`src/logic/fe_defines.svh`:
```
// fetch front end global widths and constants
// shared by the package and the RTL blocks

`ifndef FE_DEFINES_SVH
`define FE_DEFINES_SVH

// pc and data width
`define FE_XLEN 32

// instruction memory read window
`define FE_MEM_W 32

// boot address
`define FE_RESET_PC 32'h0000_0000

// addi x0, x0, 0
`define FE_NOP 32'h0000_0013

`endif

```
`src/logic/fe_pkg.sv`:
```
// fetch front end types
// opcode encoding plus the IF/ID and ID result payloads

`include "fe_defines.svh"

package fe_pkg;

  // major opcodes handled by the decoder
  typedef enum logic [6:0] {
    OP_IMM = 7'b0010011,
    OP     = 7'b0110011,
    LUI    = 7'b0110111,
    JAL    = 7'b1101111,
    JALR   = 7'b1100111,
    BRANCH = 7'b1100011,
    LOAD   = 7'b0000011,
    STORE  = 7'b0100011
  } opcode_e;

  typedef struct packed {
    logic [`FE_XLEN-1:0]  pc;
    logic [`FE_MEM_W-1:0] instr;       // low half only when compressed
    logic                 compressed;
    logic                 br;
    logic                 br_taken;    // no predictor yet
    logic                 jump;        // predecoded in IF
  } if_id_t;

  typedef struct packed {
    logic [`FE_XLEN-1:0] pc;
    opcode_e             opcode;
    logic [4:0]          rd;
    logic [4:0]          rs1;
    logic [4:0]          rs2;
    logic [`FE_XLEN-1:0] imm;          // sign extended
    logic                compressed;
    logic                br;
    logic                illegal;
  } decoded_t;

endpackage : fe_pkg

```
`src/logic/if_id_if.sv`:
```
// IF to ID pipeline link
// one payload per cycle, no handshake

`timescale 1ns/1ps

interface if_id_if;

  fe_pkg::if_id_t payload;

  // fetch side
  modport producer (
    output payload
  );

  // decode side
  modport consumer (
    input payload
  );

endinterface : if_id_if

```
`src/logic/jump_predecoder.sv`:
```
// jump predecoder for the fetch stage
// spots JAL, C.J and conditional branches and builds the jump offset

`timescale 1ns/1ps

`include "fe_defines.svh"

module jump_predecoder (
  input  logic [`FE_MEM_W-1:0] window,
  output logic                 j,
  output logic                 br,
  output logic [`FE_XLEN-1:0]  jimm
);

  logic                compressed;
  logic [6:0]          opcode;
  logic [1:0]          quadrant;
  logic [2:0]          funct3_c;
  logic                is_jal;
  logic                is_cj;
  logic                is_branch;
  logic                is_cbranch;
  logic [`FE_XLEN-1:0] jal_off;
  logic [`FE_XLEN-1:0] cj_off;

  assign quadrant   = window[1:0];
  assign compressed = (quadrant != 2'b11);
  assign opcode     = window[6:0];
  assign funct3_c   = window[15:13];

  // full size encodings
  assign is_jal    = !compressed && (opcode == fe_pkg::JAL);
  assign is_branch = !compressed && (opcode == fe_pkg::BRANCH);

  // quadrant 1: c.j is 101, c.beqz 110, c.bnez 111
  assign is_cj      = (quadrant == 2'b01) && (funct3_c == 3'b101);
  assign is_cbranch = (quadrant == 2'b01) && (funct3_c[2:1] == 2'b11);

  // J-type offset
  assign jal_off = {{12{window[31]}}, window[19:12], window[20], window[30:21], 1'b0};

  // CJ-type offset, scrambled imm[11|4|9:8|10|6|7|3:1|5]
  assign cj_off = {{20{window[12]}},
                   window[12],      // imm[11]
                   window[8],       // imm[10]
                   window[10:9],    // imm[9:8]
                   window[6],       // imm[7]
                   window[7],       // imm[6]
                   window[2],       // imm[5]
                   window[11],      // imm[4]
                   window[5:3],     // imm[3:1]
                   1'b0};

  assign j    = is_jal || is_cj;
  assign br   = is_branch || is_cbranch;
  assign jimm = compressed ? cj_off : jal_off;

endmodule : jump_predecoder

```
`src/logic/if_stage.sv`:
```
// fetch stage
// holds the pc, predecodes jumps and fills the IF/ID register

`timescale 1ns/1ps

`include "fe_defines.svh"

module if_stage (
  input  logic                 clk,
  input  logic                 rst_n,
  input  logic [`FE_MEM_W-1:0] mem_rd,
  input  logic [`FE_XLEN-1:0]  pc_in,
  input  logic                 pc_update,
  output logic [`FE_XLEN-1:0]  pc_out,
  if_id_if.producer            if_id
);

  logic [`FE_XLEN-1:0] pc;
  logic [`FE_XLEN-1:0] next_pc;
  logic [`FE_XLEN-1:0] jimm;
  logic                compressed;
  logic                j;
  logic                br;

  jump_predecoder jump_predecoder_inst (
    .window (mem_rd),
    .j      (j),
    .br     (br),
    .jimm   (jimm)
  );

  assign compressed = (mem_rd[1:0] != 2'b11);
  assign pc_out     = pc;

  // redirect wins over jump, jump over sequential
  always_comb begin
    if (pc_update) begin
      next_pc = pc_in;
    end else if (j) begin
      next_pc = pc + jimm;
    end else begin
      next_pc = pc + (compressed ? `FE_XLEN'(2) : `FE_XLEN'(4));
    end
  end

  always_ff @(posedge clk or negedge rst_n) begin
    if (!rst_n) begin
      pc            <= `FE_RESET_PC;
      if_id.payload <= '0; // instr 0 decodes as illegal
    end else begin
      pc                       <= {next_pc[`FE_XLEN-1:1], 1'b0}; // halfword aligned
      if_id.payload.pc         <= pc;
      if_id.payload.br_taken   <= 1'b0;
      if (pc_update) begin
        // squash the slot being fetched
        if_id.payload.instr      <= `FE_NOP;
        if_id.payload.compressed <= 1'b0;
        if_id.payload.br         <= 1'b0;
        if_id.payload.jump       <= 1'b0;
      end else begin
        if_id.payload.instr      <= mem_rd;
        if_id.payload.compressed <= compressed;
        if_id.payload.br         <= br;
        if_id.payload.jump       <= j; // jump goes down as itself
      end
    end
  end

  // later stages only redirect to halfword boundaries
  a_pc_in_aligned : assert property (
    @(posedge clk) disable iff (!rst_n) pc_update |-> !pc_in[0]
  ) else $error("if_stage: misaligned redirect target %h", pc_in);

endmodule : if_stage

```
`src/logic/c_expander.sv`:
```
// compressed instruction expander
// rebuilds the supported RVC subset as 32-bit words, rest is illegal

`timescale 1ns/1ps

`include "fe_defines.svh"

module c_expander (
  input  logic [15:0] half,
  output logic [31:0] instr,
  output logic        illegal
);

  logic [1:0]  quadrant;
  logic [2:0]  funct3;
  logic [4:0]  rd;
  logic [4:0]  rs2;
  logic [11:0] imm6;
  logic [20:0] j_off;

  assign quadrant = half[1:0];
  assign funct3   = half[15:13];
  assign rd       = half[11:7];
  assign rs2      = half[6:2];

  // c.addi / c.li immediate, sign extended to 12 bits
  assign imm6 = {{6{half[12]}}, half[12], half[6:2]};

  // c.j offset widened to the JAL range
  assign j_off = {{9{half[12]}},
                  half[12],
                  half[8],
                  half[10:9],
                  half[6],
                  half[7],
                  half[2],
                  half[11],
                  half[5:3],
                  1'b0};

  always_comb begin
    instr   = `FE_NOP;
    illegal = 1'b1;
    case (quadrant)
      2'b01: begin
        case (funct3)
          3'b000: begin // c.addi, c.nop when rd is x0
            instr   = {imm6, rd, 3'b000, rd, fe_pkg::OP_IMM};
            illegal = 1'b0;
          end
          3'b010: begin // c.li
            instr   = {imm6, 5'd0, 3'b000, rd, fe_pkg::OP_IMM};
            illegal = 1'b0;
          end
          3'b101: begin // c.j -> jal x0
            instr   = {j_off[20], j_off[10:1], j_off[11], j_off[19:12],
                       5'd0, fe_pkg::JAL};
            illegal = 1'b0;
          end
          default: ;
        endcase
      end
      2'b10: begin
        // rs2 of x0 would be c.jr / c.jalr / c.ebreak
        if (funct3 == 3'b100 && rs2 != 5'd0) begin
          if (!half[12]) begin // c.mv
            instr = {7'b0000000, rs2, 5'd0, 3'b000, rd, fe_pkg::OP};
          end else begin       // c.add
            instr = {7'b0000000, rs2, rd, 3'b000, rd, fe_pkg::OP};
          end
          illegal = 1'b0;
        end
      end
      default: ; // quadrant 0 not supported
    endcase
  end

endmodule : c_expander

```
`src/logic/id_stage.sv`:
```
// decode stage
// expands compressed words, pulls out fields and registers the result

`timescale 1ns/1ps

`include "fe_defines.svh"

module id_stage (
  input  logic              clk,
  input  logic              rst_n,
  if_id_if.consumer         if_id,
  output fe_pkg::decoded_t  dec
);

  logic [31:0]         exp_instr;
  logic                exp_illegal;
  logic [31:0]         raw;
  logic [31:0]         word;
  logic                known_op;
  logic                illegal;
  logic [`FE_XLEN-1:0] imm;
  fe_pkg::decoded_t    dec_d;

  c_expander c_expander_inst (
    .half    (if_id.payload.instr[15:0]),
    .instr   (exp_instr),
    .illegal (exp_illegal)
  );

  assign raw = if_id.payload.compressed ? exp_instr : if_id.payload.instr;

  always_comb begin
    case (raw[6:0])
      fe_pkg::OP_IMM, fe_pkg::OP, fe_pkg::LUI, fe_pkg::JAL,
      fe_pkg::JALR, fe_pkg::BRANCH, fe_pkg::LOAD, fe_pkg::STORE: known_op = 1'b1;
      default: known_op = 1'b0;
    endcase
  end

  assign illegal = (if_id.payload.compressed && exp_illegal) || !known_op;
  assign word    = illegal ? `FE_NOP : raw; // illegal slots look like a nop

  // J immediate for jal, I immediate otherwise
  assign imm = (word[6:0] == fe_pkg::JAL) ?
               {{12{word[31]}}, word[19:12], word[20], word[30:21], 1'b0} :
               {{20{word[31]}}, word[31:20]};

  always_comb begin
    dec_d.pc         = if_id.payload.pc;
    dec_d.opcode     = fe_pkg::opcode_e'(word[6:0]);
    dec_d.rd         = word[11:7];
    dec_d.rs1        = word[19:15];
    dec_d.rs2        = word[24:20];
    dec_d.imm        = imm;
    dec_d.compressed = if_id.payload.compressed;
    dec_d.br         = if_id.payload.br;
    dec_d.illegal    = illegal;
  end

  always_ff @(posedge clk or negedge rst_n) begin
    if (!rst_n) begin
      dec <= '0;
    end else begin
      dec <= dec_d;
    end
  end

  // IF predecode and ID decode must agree on jumps
  a_jump_is_jal : assert property (
    @(posedge clk) disable iff (!rst_n) if_id.payload.jump |-> (raw[6:0] == fe_pkg::JAL)
  ) else $error("id_stage: predecoded jump at %h is not a jal", if_id.payload.pc);

endmodule : id_stage

```
`src/logic/fetch_frontend.sv`:
```
// fetch front end top
// IF and ID stages behind plain ports

`timescale 1ns/1ps

`include "fe_defines.svh"

module fetch_frontend (
  input  logic                 clk,
  input  logic                 rst_n,
  input  logic [`FE_MEM_W-1:0] mem_rd,
  output logic [`FE_XLEN-1:0]  pc_out,
  input  logic [`FE_XLEN-1:0]  pc_in,
  input  logic                 pc_update,
  output logic [`FE_XLEN-1:0]  dec_pc,
  output logic [6:0]           dec_opcode,
  output logic [4:0]           dec_rd,
  output logic [4:0]           dec_rs1,
  output logic [4:0]           dec_rs2,
  output logic [`FE_XLEN-1:0]  dec_imm,
  output logic                 dec_compressed,
  output logic                 dec_br,
  output logic                 dec_illegal
);

  fe_pkg::decoded_t dec;

  if_id_if if_id_inst ();

  if_stage if_stage_inst (
    .clk       (clk),
    .rst_n     (rst_n),
    .mem_rd    (mem_rd),
    .pc_in     (pc_in),
    .pc_update (pc_update),
    .pc_out    (pc_out),
    .if_id     (if_id_inst)
  );

  id_stage id_stage_inst (
    .clk   (clk),
    .rst_n (rst_n),
    .if_id (if_id_inst),
    .dec   (dec)
  );

  // flatten the decoded struct
  assign dec_pc         = dec.pc;
  assign dec_opcode     = dec.opcode;
  assign dec_rd         = dec.rd;
  assign dec_rs1        = dec.rs1;
  assign dec_rs2        = dec.rs2;
  assign dec_imm        = dec.imm;
  assign dec_compressed = dec.compressed;
  assign dec_br         = dec.br;
  assign dec_illegal    = dec.illegal;

endmodule : fetch_frontend

```
`config.mk`:
```
export PLATFORM = sky130hd
export DESIGN_NAME = fetch_frontend
export DESIGN_NICKNAME = d
export VERILOG_FILES = /design/src/logic/fe_pkg.sv /design/src/logic/if_id_if.sv /design/src/logic/jump_predecoder.sv /design/src/logic/if_stage.sv /design/src/logic/c_expander.sv /design/src/logic/id_stage.sv /design/src/logic/fetch_frontend.sv
export VERILOG_INCLUDE_DIRS = /design/src /design/src/logic
export SDC_FILE = /design/constraint.sdc
export NUM_CORES = 1
export LEC_CHECK = 0
export ABC_AREA = 0
export BUFFER_PORTS_ARGS = -buffer_cell sky130_fd_sc_hd__clkbuf_2
export CORE_MARGIN = 2
export CORE_UTILIZATION = 45
export CTS_CLUSTER_SIZE = 30
export DETAILED_ROUTE_END_ITERATION = 6
export MAX_ROUTING_LAYER = met4
export PLACE_DENSITY = 0.68
export SETUP_SLACK_MARGIN = 0.2
export SKIP_LAST_GASP = 1
export SLEW_MARGIN = 25
export SYNTH_ARGS = -nofsm -noshare
export SYNTH_HDL_FRONTEND = slang
export SYNTH_HIERARCHICAL = 1
export SYNTH_SLANG_ARGS = --single-unit
```
`constraint.sdc`:
```
create_clock -name clk -period 2.7 [get_ports clk]
set_input_delay 0.405 -clock clk [delete_from_list [all_inputs] [get_ports clk]]
set_output_delay 0.405 -clock clk [all_outputs]
set_load 0.02 [all_outputs]
```
==> results of run 1 <==
[state kept, by name (all words and copies together) (netlist names)]
signal	count
if_stage_inst/pc_out	31
id_stage_inst/dec	74
if_stage_inst/if_id.payload	65
[routing by layer]
metal  track usage (%)  wire [um]  vias to the layer above
li1                  -          -                     3477
met1              30.6      10200                     3436
met2              39.8      11700                      216
met3              3.70        924                       44
met4              9.42        625                        0
met5                 -          0                        -
[cell usage in the layout (no fill, tap or decap), drive strengths merged, types with 3 or more instances in the layout]
cell type	n
nand3	19
mux2	8
or2	5
conb	6
a21boi	6
nor3b	5
a21o	20
a21oi	48
nand2b	3
o21ai	38
a211oi	10
and3	8
o21bai	8
o21a	3
and3b	4
and2	34
nor3	6
buf	183
inv	32
o2111ai	3
a311oi	8
a221o	4
mux2i	29
clkbuf	200
o211ai	10
ha	32
o31ai	4
nor2b	34
nand2	95
xnor2	10
nand4	8
nor2	65
xor2	10
dfrtp	170
[worst max-delay path, cell delays in order]
cell,delay [ns]
sky130_fd_sc_hd__buf_8,0.10
sky130_fd_sc_hd__and3b_1,0.22
sky130_fd_sc_hd__nand3b_1,0.12
sky130_fd_sc_hd__o21ai_4,0.09
sky130_fd_sc_hd__mux2_4,0.33
sky130_fd_sc_hd__ha_4,0.16
sky130_fd_sc_hd__fa_2,0.34
sky130_fd_sc_hd__a21o_1,0.19
sky130_fd_sc_hd__a221o_1,0.36
sky130_fd_sc_hd__a21oi_4,0.25
sky130_fd_sc_hd__o21ai_4,0.12
sky130_fd_sc_hd__a21oi_2,0.18
sky130_fd_sc_hd__nand3_1,0.09
sky130_fd_sc_hd__a32o_1,0.27
[power by group through the flow]
stage	clock network, mW	logic (mW)	registers, mW
2_1_floorplan	0	0.549	3.09
3_3_place_gp	0	1.24	2.95
3_5_place_dp	0	1.25	2.96
4_1_cts	2.60	1.31	2.92
5_1_grt	2.70	1.49	2.94
6_report	2.55	1.37	2.92
[timing repair]
action	CTS	global route
pin swaps	21	29
hold endpoints to repair	51	0
gates resized for setup	53	33
setup buffers	10	19
cloned	0	1
hold buffers	1	0
endpoints found under the setup margin	24	48
[worst paths after layout]
path | from | end | slack [ns] | cells after the start
worst max-delay path | mem_rd[1] | if_stage_inst/pc_out[31]$_DFF_PN0_ | -0.21 | 14
worst min-delay path | pc_in[5] | if_stage_inst/pc_out[5]$_DFF_PN0_ | 0.16 | 3
worst max register to register | if_stage_inst/pc_out[1]$_DFF_PN0_ | if_stage_inst/pc_out[31]$_DFF_PN0_ | 0.14 | 9
worst min register to register | if_stage_inst/if_id.payload[43]$_DFF_PN0_ | id_stage_inst/dec[64]$_DFF_PN0_ | 0.35 | 0
max in group asynchronous | rst_n | id_stage_inst/dec[23]$_DFF_PN0_ | 1.50 | 3
min in group asynchronous | rst_n | id_stage_inst/dec[50]$_DFF_PN0_ | 0.49 | 2
[cell type report]
cell class,count,area (um^2)
well taps,234,293
clock inverters,14,175
inverters,22,82.6
clock buffers,18,439
flip-flops and latches,170,4260
repair buffers,366,2370
multi-input cells,572,4200
fillers,1487,6890
==> run summary, run 1 <==
CTS Root Buffer Type = sky130_fd_sc_hd__clkbuf_16
Fmax achieved = 344 MHz
min cycle time layout = 2.91 ns
Reg power frac = 42.7%
status = complete, but fails checks
maximum buffer depth of the clock tree = 2
leakage power = 5.88 nW
final hold violations = 0
proportion of layout cells with a drive suffix above 1 = 42.8%
HPWL after detailed placement = 16900 um
initial core utilization = 45.8%
Clock power frac = 37.3%
latest clock arrival within the worst-skew pair = 0.45 ns
net switching power = 2.05 mW
overall power consumption = 6.85 mW
Clock H-tree levels = 4
clock transition at the registers of the reported paths = 0.07 ns
post-detailed-route wirelength per cell = 16.8 um
site row count = 50
final worst clock skew = 0.00814 ns
Port Buffers = 185
vias after detailed routing = 7173
cell area reported after detailed placement = 10600 um^2
final number of setup-violating endpoints = 21
pin count of the biggest net entering global routing = 59
Die Area = 20200 um^2
layout-stage area growth over the synthesis result = 37.8%
RSZ-0062 raised after global routing = true
Hold Worst Slack = 0.164 ns
clock tree from TritonCTS = yes
critical setup path kind = in -> reg
total DRC errors in the routed layout = 0
final core utilization = 63.2%
Internal = 4.79 mW
critical path arrival = 3.24 ns
maximum fanout encountered on the critical timing path = 5
type of element capturing the critical path = register
cell area after technology mapping = 8580 um^2
number of max-cap violations = 0
number of global-route vias before repair = 7142
routed via count divided by cell count = 5.14
CTS Buf Count = 17
share of the clock period used by the worst path = 108%
Die Span X = 142 um
share of power burned in combinational logic = 20.0%
sw frac = 30.0%
io pins = 188
NumNets Final = 1249
Mapped Cells = 833
wire length reported by the detailed router = 23500 um
Final GP Congestion = 0.932
WP data required = 3.03 ns
Pwr per Cell Area = 579 nW/um^2
clock sink count = 170
Final TNS setup = -2.54 ns
GRT Overall Usage = 24.3%
number of placed cells counting well taps = 1333
count of synthesis-stage warnings from yosys = 6
final critical-path setup slack = -0.209 ns
synthesized area divided by synthesized cell count = 10.3 um^2
Setup Slack @ Placement = -0.771 ns
count of pins over their slew limit = 0
Slew HR = 61.7%
diode insertion count for antenna repair = 0
measured slew at the worst slew-check pin = 0.571 ns
First DRT Iteration DRCs = 496
min-delay worst type = in -> reg
GRT Residual Overflow = 0
height of the die = 142 um
wire length of the first global-routing pass = 36800 um
Cell Count, Final, Fillers Out = 1396
antenna violation net count after detailed routing = 0
antenna violations before repair = 0
Startpoint Class = input port
failing checks = negative setup slack
core area = 18700 um^2
Post-Layout Inst Area = 11800 um^2
largest voltage drop on the vdd net = 0.484 mV
total iterations of the first detailed-routing run = 5
Power figures use the tool's default switching activity.
==> inputs of run 2 (changes only) <==
- PLACE_DENSITY: 0.68 -> 0.69
- SYNTH_HIERARCHICAL: 1 -> default
==> run 2 against run 1 <==
Against the previous run: the run still ends with negative setup slack left; count of clock-buffer cells in the layout increased by 4; final area decreased by 9.1%; synthesized cell count decreased by 17%; sequential power decreased by 1%; sequential share of layout area increased by 3.4 points; routed wire length decreased by 19%; power decreased by 2.8%; worst setup slack got worse by 0.039 ns; largest cell class unchanged.
==> run summary, run 2 <==
height of the die = 133 um (was 142 um)
number of global-route vias before repair = 5889 (was 7142)
failing checks = negative setup slack (unchanged)
cell taking the most area after synthesis = sky130_fd_sc_hd__dfrtp_1
Hold Worst Slack = 0.186 ns (was 0.164 ns)
GRT Residual Overflow = 0 (unchanged)
commonest non-fill, non-tap cell in the layout = sky130_fd_sc_hd__clkbuf_2 (unchanged)
clock transition at the registers of the reported paths = 0.06 ns (was 0.07 ns)
First DRT Iteration DRCs = 294 (was 496)
min-delay worst type = in -> reg (unchanged)
latest clock arrival within the worst-skew pair = 0.42 ns (was 0.45 ns)
GR Util met2 = 36.0% (was 39.8%)
RSZ-0062 raised after global routing = true (unchanged)
largest voltage drop on the vdd net = 0.460 mV (was 0.484 mV)
xor and xnor fraction of the mapped netlist area = 3.17%
diode insertion count for antenna repair = 0 (unchanged)
number of placed cells counting well taps = 1165 (was 1333)
global routing met3 resource utilization = 4.98% (was 3.70%)
Die Area = 17600 um^2 (was 20200 um^2)
clock sink count = 169 (was 170)
critical setup path kind = in -> reg (unchanged)
wire length reported by the detailed router = 19100 um (was 23500 um)
met1 Usage GRT = 28.4% (was 30.6%)
antenna violation net count after detailed routing = 0 (unchanged)
startpoint of the worst register-to-register path = if_stage_inst.if_id.payload[4]$_DFF_PN0_ (was if_stage_inst/pc_out[1]$_DFF_PN0_)
NumNets Final = 1086 (was 1249)
Setup Slack @ Placement = -0.919 ns (was -0.771 ns)
site row count = 47 (was 50)
WP data required = 2.99 ns (was 3.03 ns)
measured slew at the worst slew-check pin = 0.777 ns (was 0.571 ns)
status = complete, but fails checks (unchanged)
Mapped Cells = 694 (was 833)
CTS Buf Count = 17 (unchanged)
number of max-cap violations = 0 (unchanged)
critical path arrival = 3.23 ns (was 3.24 ns)
total DRC errors in the routed layout = 0 (unchanged)
synthesized area divided by synthesized cell count = 10.7 um^2 (was 10.3 um^2)
type of element capturing the critical path = register (unchanged)
synthesized-area fraction occupied by adder cells = 5.64%
Top Usage Layer GRT = met2 (unchanged)
wire length of the first global-routing pass = 29900 um (was 36800 um)
core area = 16400 um^2 (was 18700 um^2)
Pwr per Cell Area = 620 nW/um^2 (was 579 nW/um^2)
Simple-Gate Fraction of Synth Area = 14.8%
proportion of layout cells with a drive suffix above 1 = 44.9% (was 42.8%)
register area share after synthesis = 56.8%
most common flop cell mapped by yosys = sky130_fd_sc_hd__dfrtp_1
HPWL after detailed placement = 14000 um (was 16900 um)
final number of setup-violating endpoints = 15 (was 21)
clock tree from TritonCTS = yes (unchanged)
FFs w/ async S/R, synth = 100%
min cycle time layout = 2.95 ns (was 2.91 ns)
overall power consumption = 6.66 mW (was 6.85 mW)
maximum fanout encountered on the critical timing path = 5 (unchanged)
main combinational cell family by area after synthesis = compound AO/OA/AOI/OAI gates
Worst setup startpoint = mem_rd[1] (unchanged)
source of the worst hold timing path = pc_in[25] (was pc_in[5])
final core utilization = 65.5% (was 63.2%)
count of synthesis-stage warnings from yosys = 0 (was 6)
initial core utilization = 45.4% (was 45.8%)
Clock H-tree levels = 4 (unchanged)
antenna violations before repair = 0 (unchanged)
CTS Root Buffer Type = sky130_fd_sc_hd__clkbuf_16 (unchanged)
layout-stage area growth over the synthesis result = 44.2% (was 37.8%)
final worst clock skew = 0.00840 ns (was 0.00814 ns)
max FFs per register = 73 (was 74)
Biggest register = id_stage_inst.dec (was id_stage_inst/dec)
number of flip-flops and latches in the synthesized netlist = 169
maximum buffer depth of the clock tree = 2 (unchanged)
Cell Count, Final, Fillers Out = 1219 (was 1396)
Startpoint Class = input port (unchanged)
cell area after technology mapping = 7450 um^2 (was 8580 um^2)
biggest area contributors in the synthesized netlist = sky130_fd_sc_hd__dfrtp_1, sky130_fd_sc_hd__ha_1, sky130_fd_sc_hd__nand2_1
commonest cells after routing, fill and taps aside = sky130_fd_sc_hd__clkbuf_2, sky130_fd_sc_hd__dfrtp_1, sky130_fd_sc_hd__buf_4 (was sky130_fd_sc_hd__clkbuf_2, sky130_fd_sc_hd__buf_4, sky130_fd_sc_hd__dfrtp_1)
Slew HR = 47.5% (was 61.7%)
routed via count divided by cell count = 4.95 (was 5.14)
io pins = 188 (unchanged)
Port Buffers = 184 (was 185)
Fmax achieved = 339 MHz (was 344 MHz)
Distinct cells, synth = 60
Die Span X = 133 um (was 142 um)
vias after detailed routing = 6033 (was 7173)
post-detailed-route wirelength per cell = 15.7 um (was 16.8 um)
leakage power = 5.33 nW (was 5.88 nW)
area fraction in compound gates after synthesis = 15.4%
GRT Overall Usage = 22.4% (was 24.3%)
pin count of the biggest net entering global routing = 65 (was 59)
count of pins over their slew limit = 0 (unchanged)
share of the clock period used by the worst path = 109% (was 108%)
count leader, synth = sky130_fd_sc_hd__dfrtp_1
fraction of post-synthesis cell area in the top cell type by area = 56.8%
final hold violations = 0 (unchanged)
final critical-path setup slack = -0.248 ns (was -0.209 ns)
mux cell area share after synthesis = 0.302%
Filler Cell Count = 1260 (was 1487)
number of synthesized flops with an enable pin = 0
Commonest cells post-synth = sky130_fd_sc_hd__dfrtp_1, sky130_fd_sc_hd__nand2_1, sky130_fd_sc_hd__a21oi_1
Final GP Congestion = 0.973 (was 0.932)
total iterations of the first detailed-routing run = 4 (was 5)
## run 2: per-layer routing
layer,vias up,routed length [um]
li1,2971,-
met1,2858,8180
met2,176,9590
met3,28,896
met4,0,446
met5,-,0
## run 2: power breakdown
group	leakage [nW]	internal, mW	switching (mW)
Clock	0.293	1.53	0.949
Combinational	2.92	0.559	0.736
Sequential	2.12	2.75	0.131
Total	5.33	4.84	1.82
## run 2: logic make-up (layout without fill, tap and decap cells)
group / after synthesis / count (layout)
xor+xnor: 27 / 27
flops: 169 / 169
buf+inv: 53 / 356
simple gates: 225 / 225
compound gates: 183 / 183
mux: 2 / 2
fa+ha+maj: 33 / 33
other cells: 2 / 4
## run 2: per-stage QoR
step	cell area (um^2)	setup TNS [ns]
after detailed placement	9330	-16.10
after global placement	9330	-14.21
final	10700	-2.48
after floorplan	7520	-5.77
after global routing	10700	-6.10
after CTS	10300	-2.20
## run 2: what timing repair did
action                                 in CTS  in global routing
gates resized for setup                    52                 83
setup endpoints to repair                  37                 58
setup buffers                              11                  7
cloned                                      0                  3
pin swaps                                  33                 48
hold buffers                                1                  0
endpoints found under the hold margin      46                  0
## run 2: layout make-up
type	instances	area, um^2	area share [%]
flip-flops and latches	169	4230	39.4
repair buffers	314	2080	19.4
clock buffers	22	474	4.42
clock inverters	10	140	1.30
well taps	220	275	2.56
multi-input cells	474	3500	32.6
inverters	10	37.5	0.350
## run 2: worst paths after layout
path | to | slack (ns) | cells after the start
setup / recovery | if_stage_inst.pc_out[23]$_DFF_PN0_ | -0.25 | 17
hold / removal | if_stage_inst.pc_out[25]$_DFF_PN0_ | 0.19 | 3
setup reg to reg | id_stage_inst.dec[49]$_DFF_PN0_ | 0.05 | 13
hold reg to reg | id_stage_inst.dec[60]$_DFF_PN0_ | 0.35 | 0
max in group asynchronous | id_stage_inst.dec[62]$_DFF_PN0_ | 1.54 | 3
min in group asynchronous | id_stage_inst.dec[49]$_DFF_PN0_ | 0.49 | 2
## run 2: worst max-delay path, stage by stage
cell	delay, ns
sky130_fd_sc_hd__clkbuf_16	0.13
sky130_fd_sc_hd__nor4b_4	0.30
sky130_fd_sc_hd__buf_4	0.17
sky130_fd_sc_hd__a31oi_4	0.05
sky130_fd_sc_hd__o21ai_1	0.15
sky130_fd_sc_hd__nand2_1	0.10
sky130_fd_sc_hd__buf_6	0.13
sky130_fd_sc_hd__fa_2	0.39
sky130_fd_sc_hd__a211oi_4	0.25
sky130_fd_sc_hd__o21ai_2	0.09
sky130_fd_sc_hd__a21oi_2	0.15
sky130_fd_sc_hd__buf_6	0.13
sky130_fd_sc_hd__nor3_2	0.05
sky130_fd_sc_hd__or3_1	0.36
sky130_fd_sc_hd__a21oi_2	0.14
sky130_fd_sc_hd__xor2_1	0.15
sky130_fd_sc_hd__o21ai_1	0.07
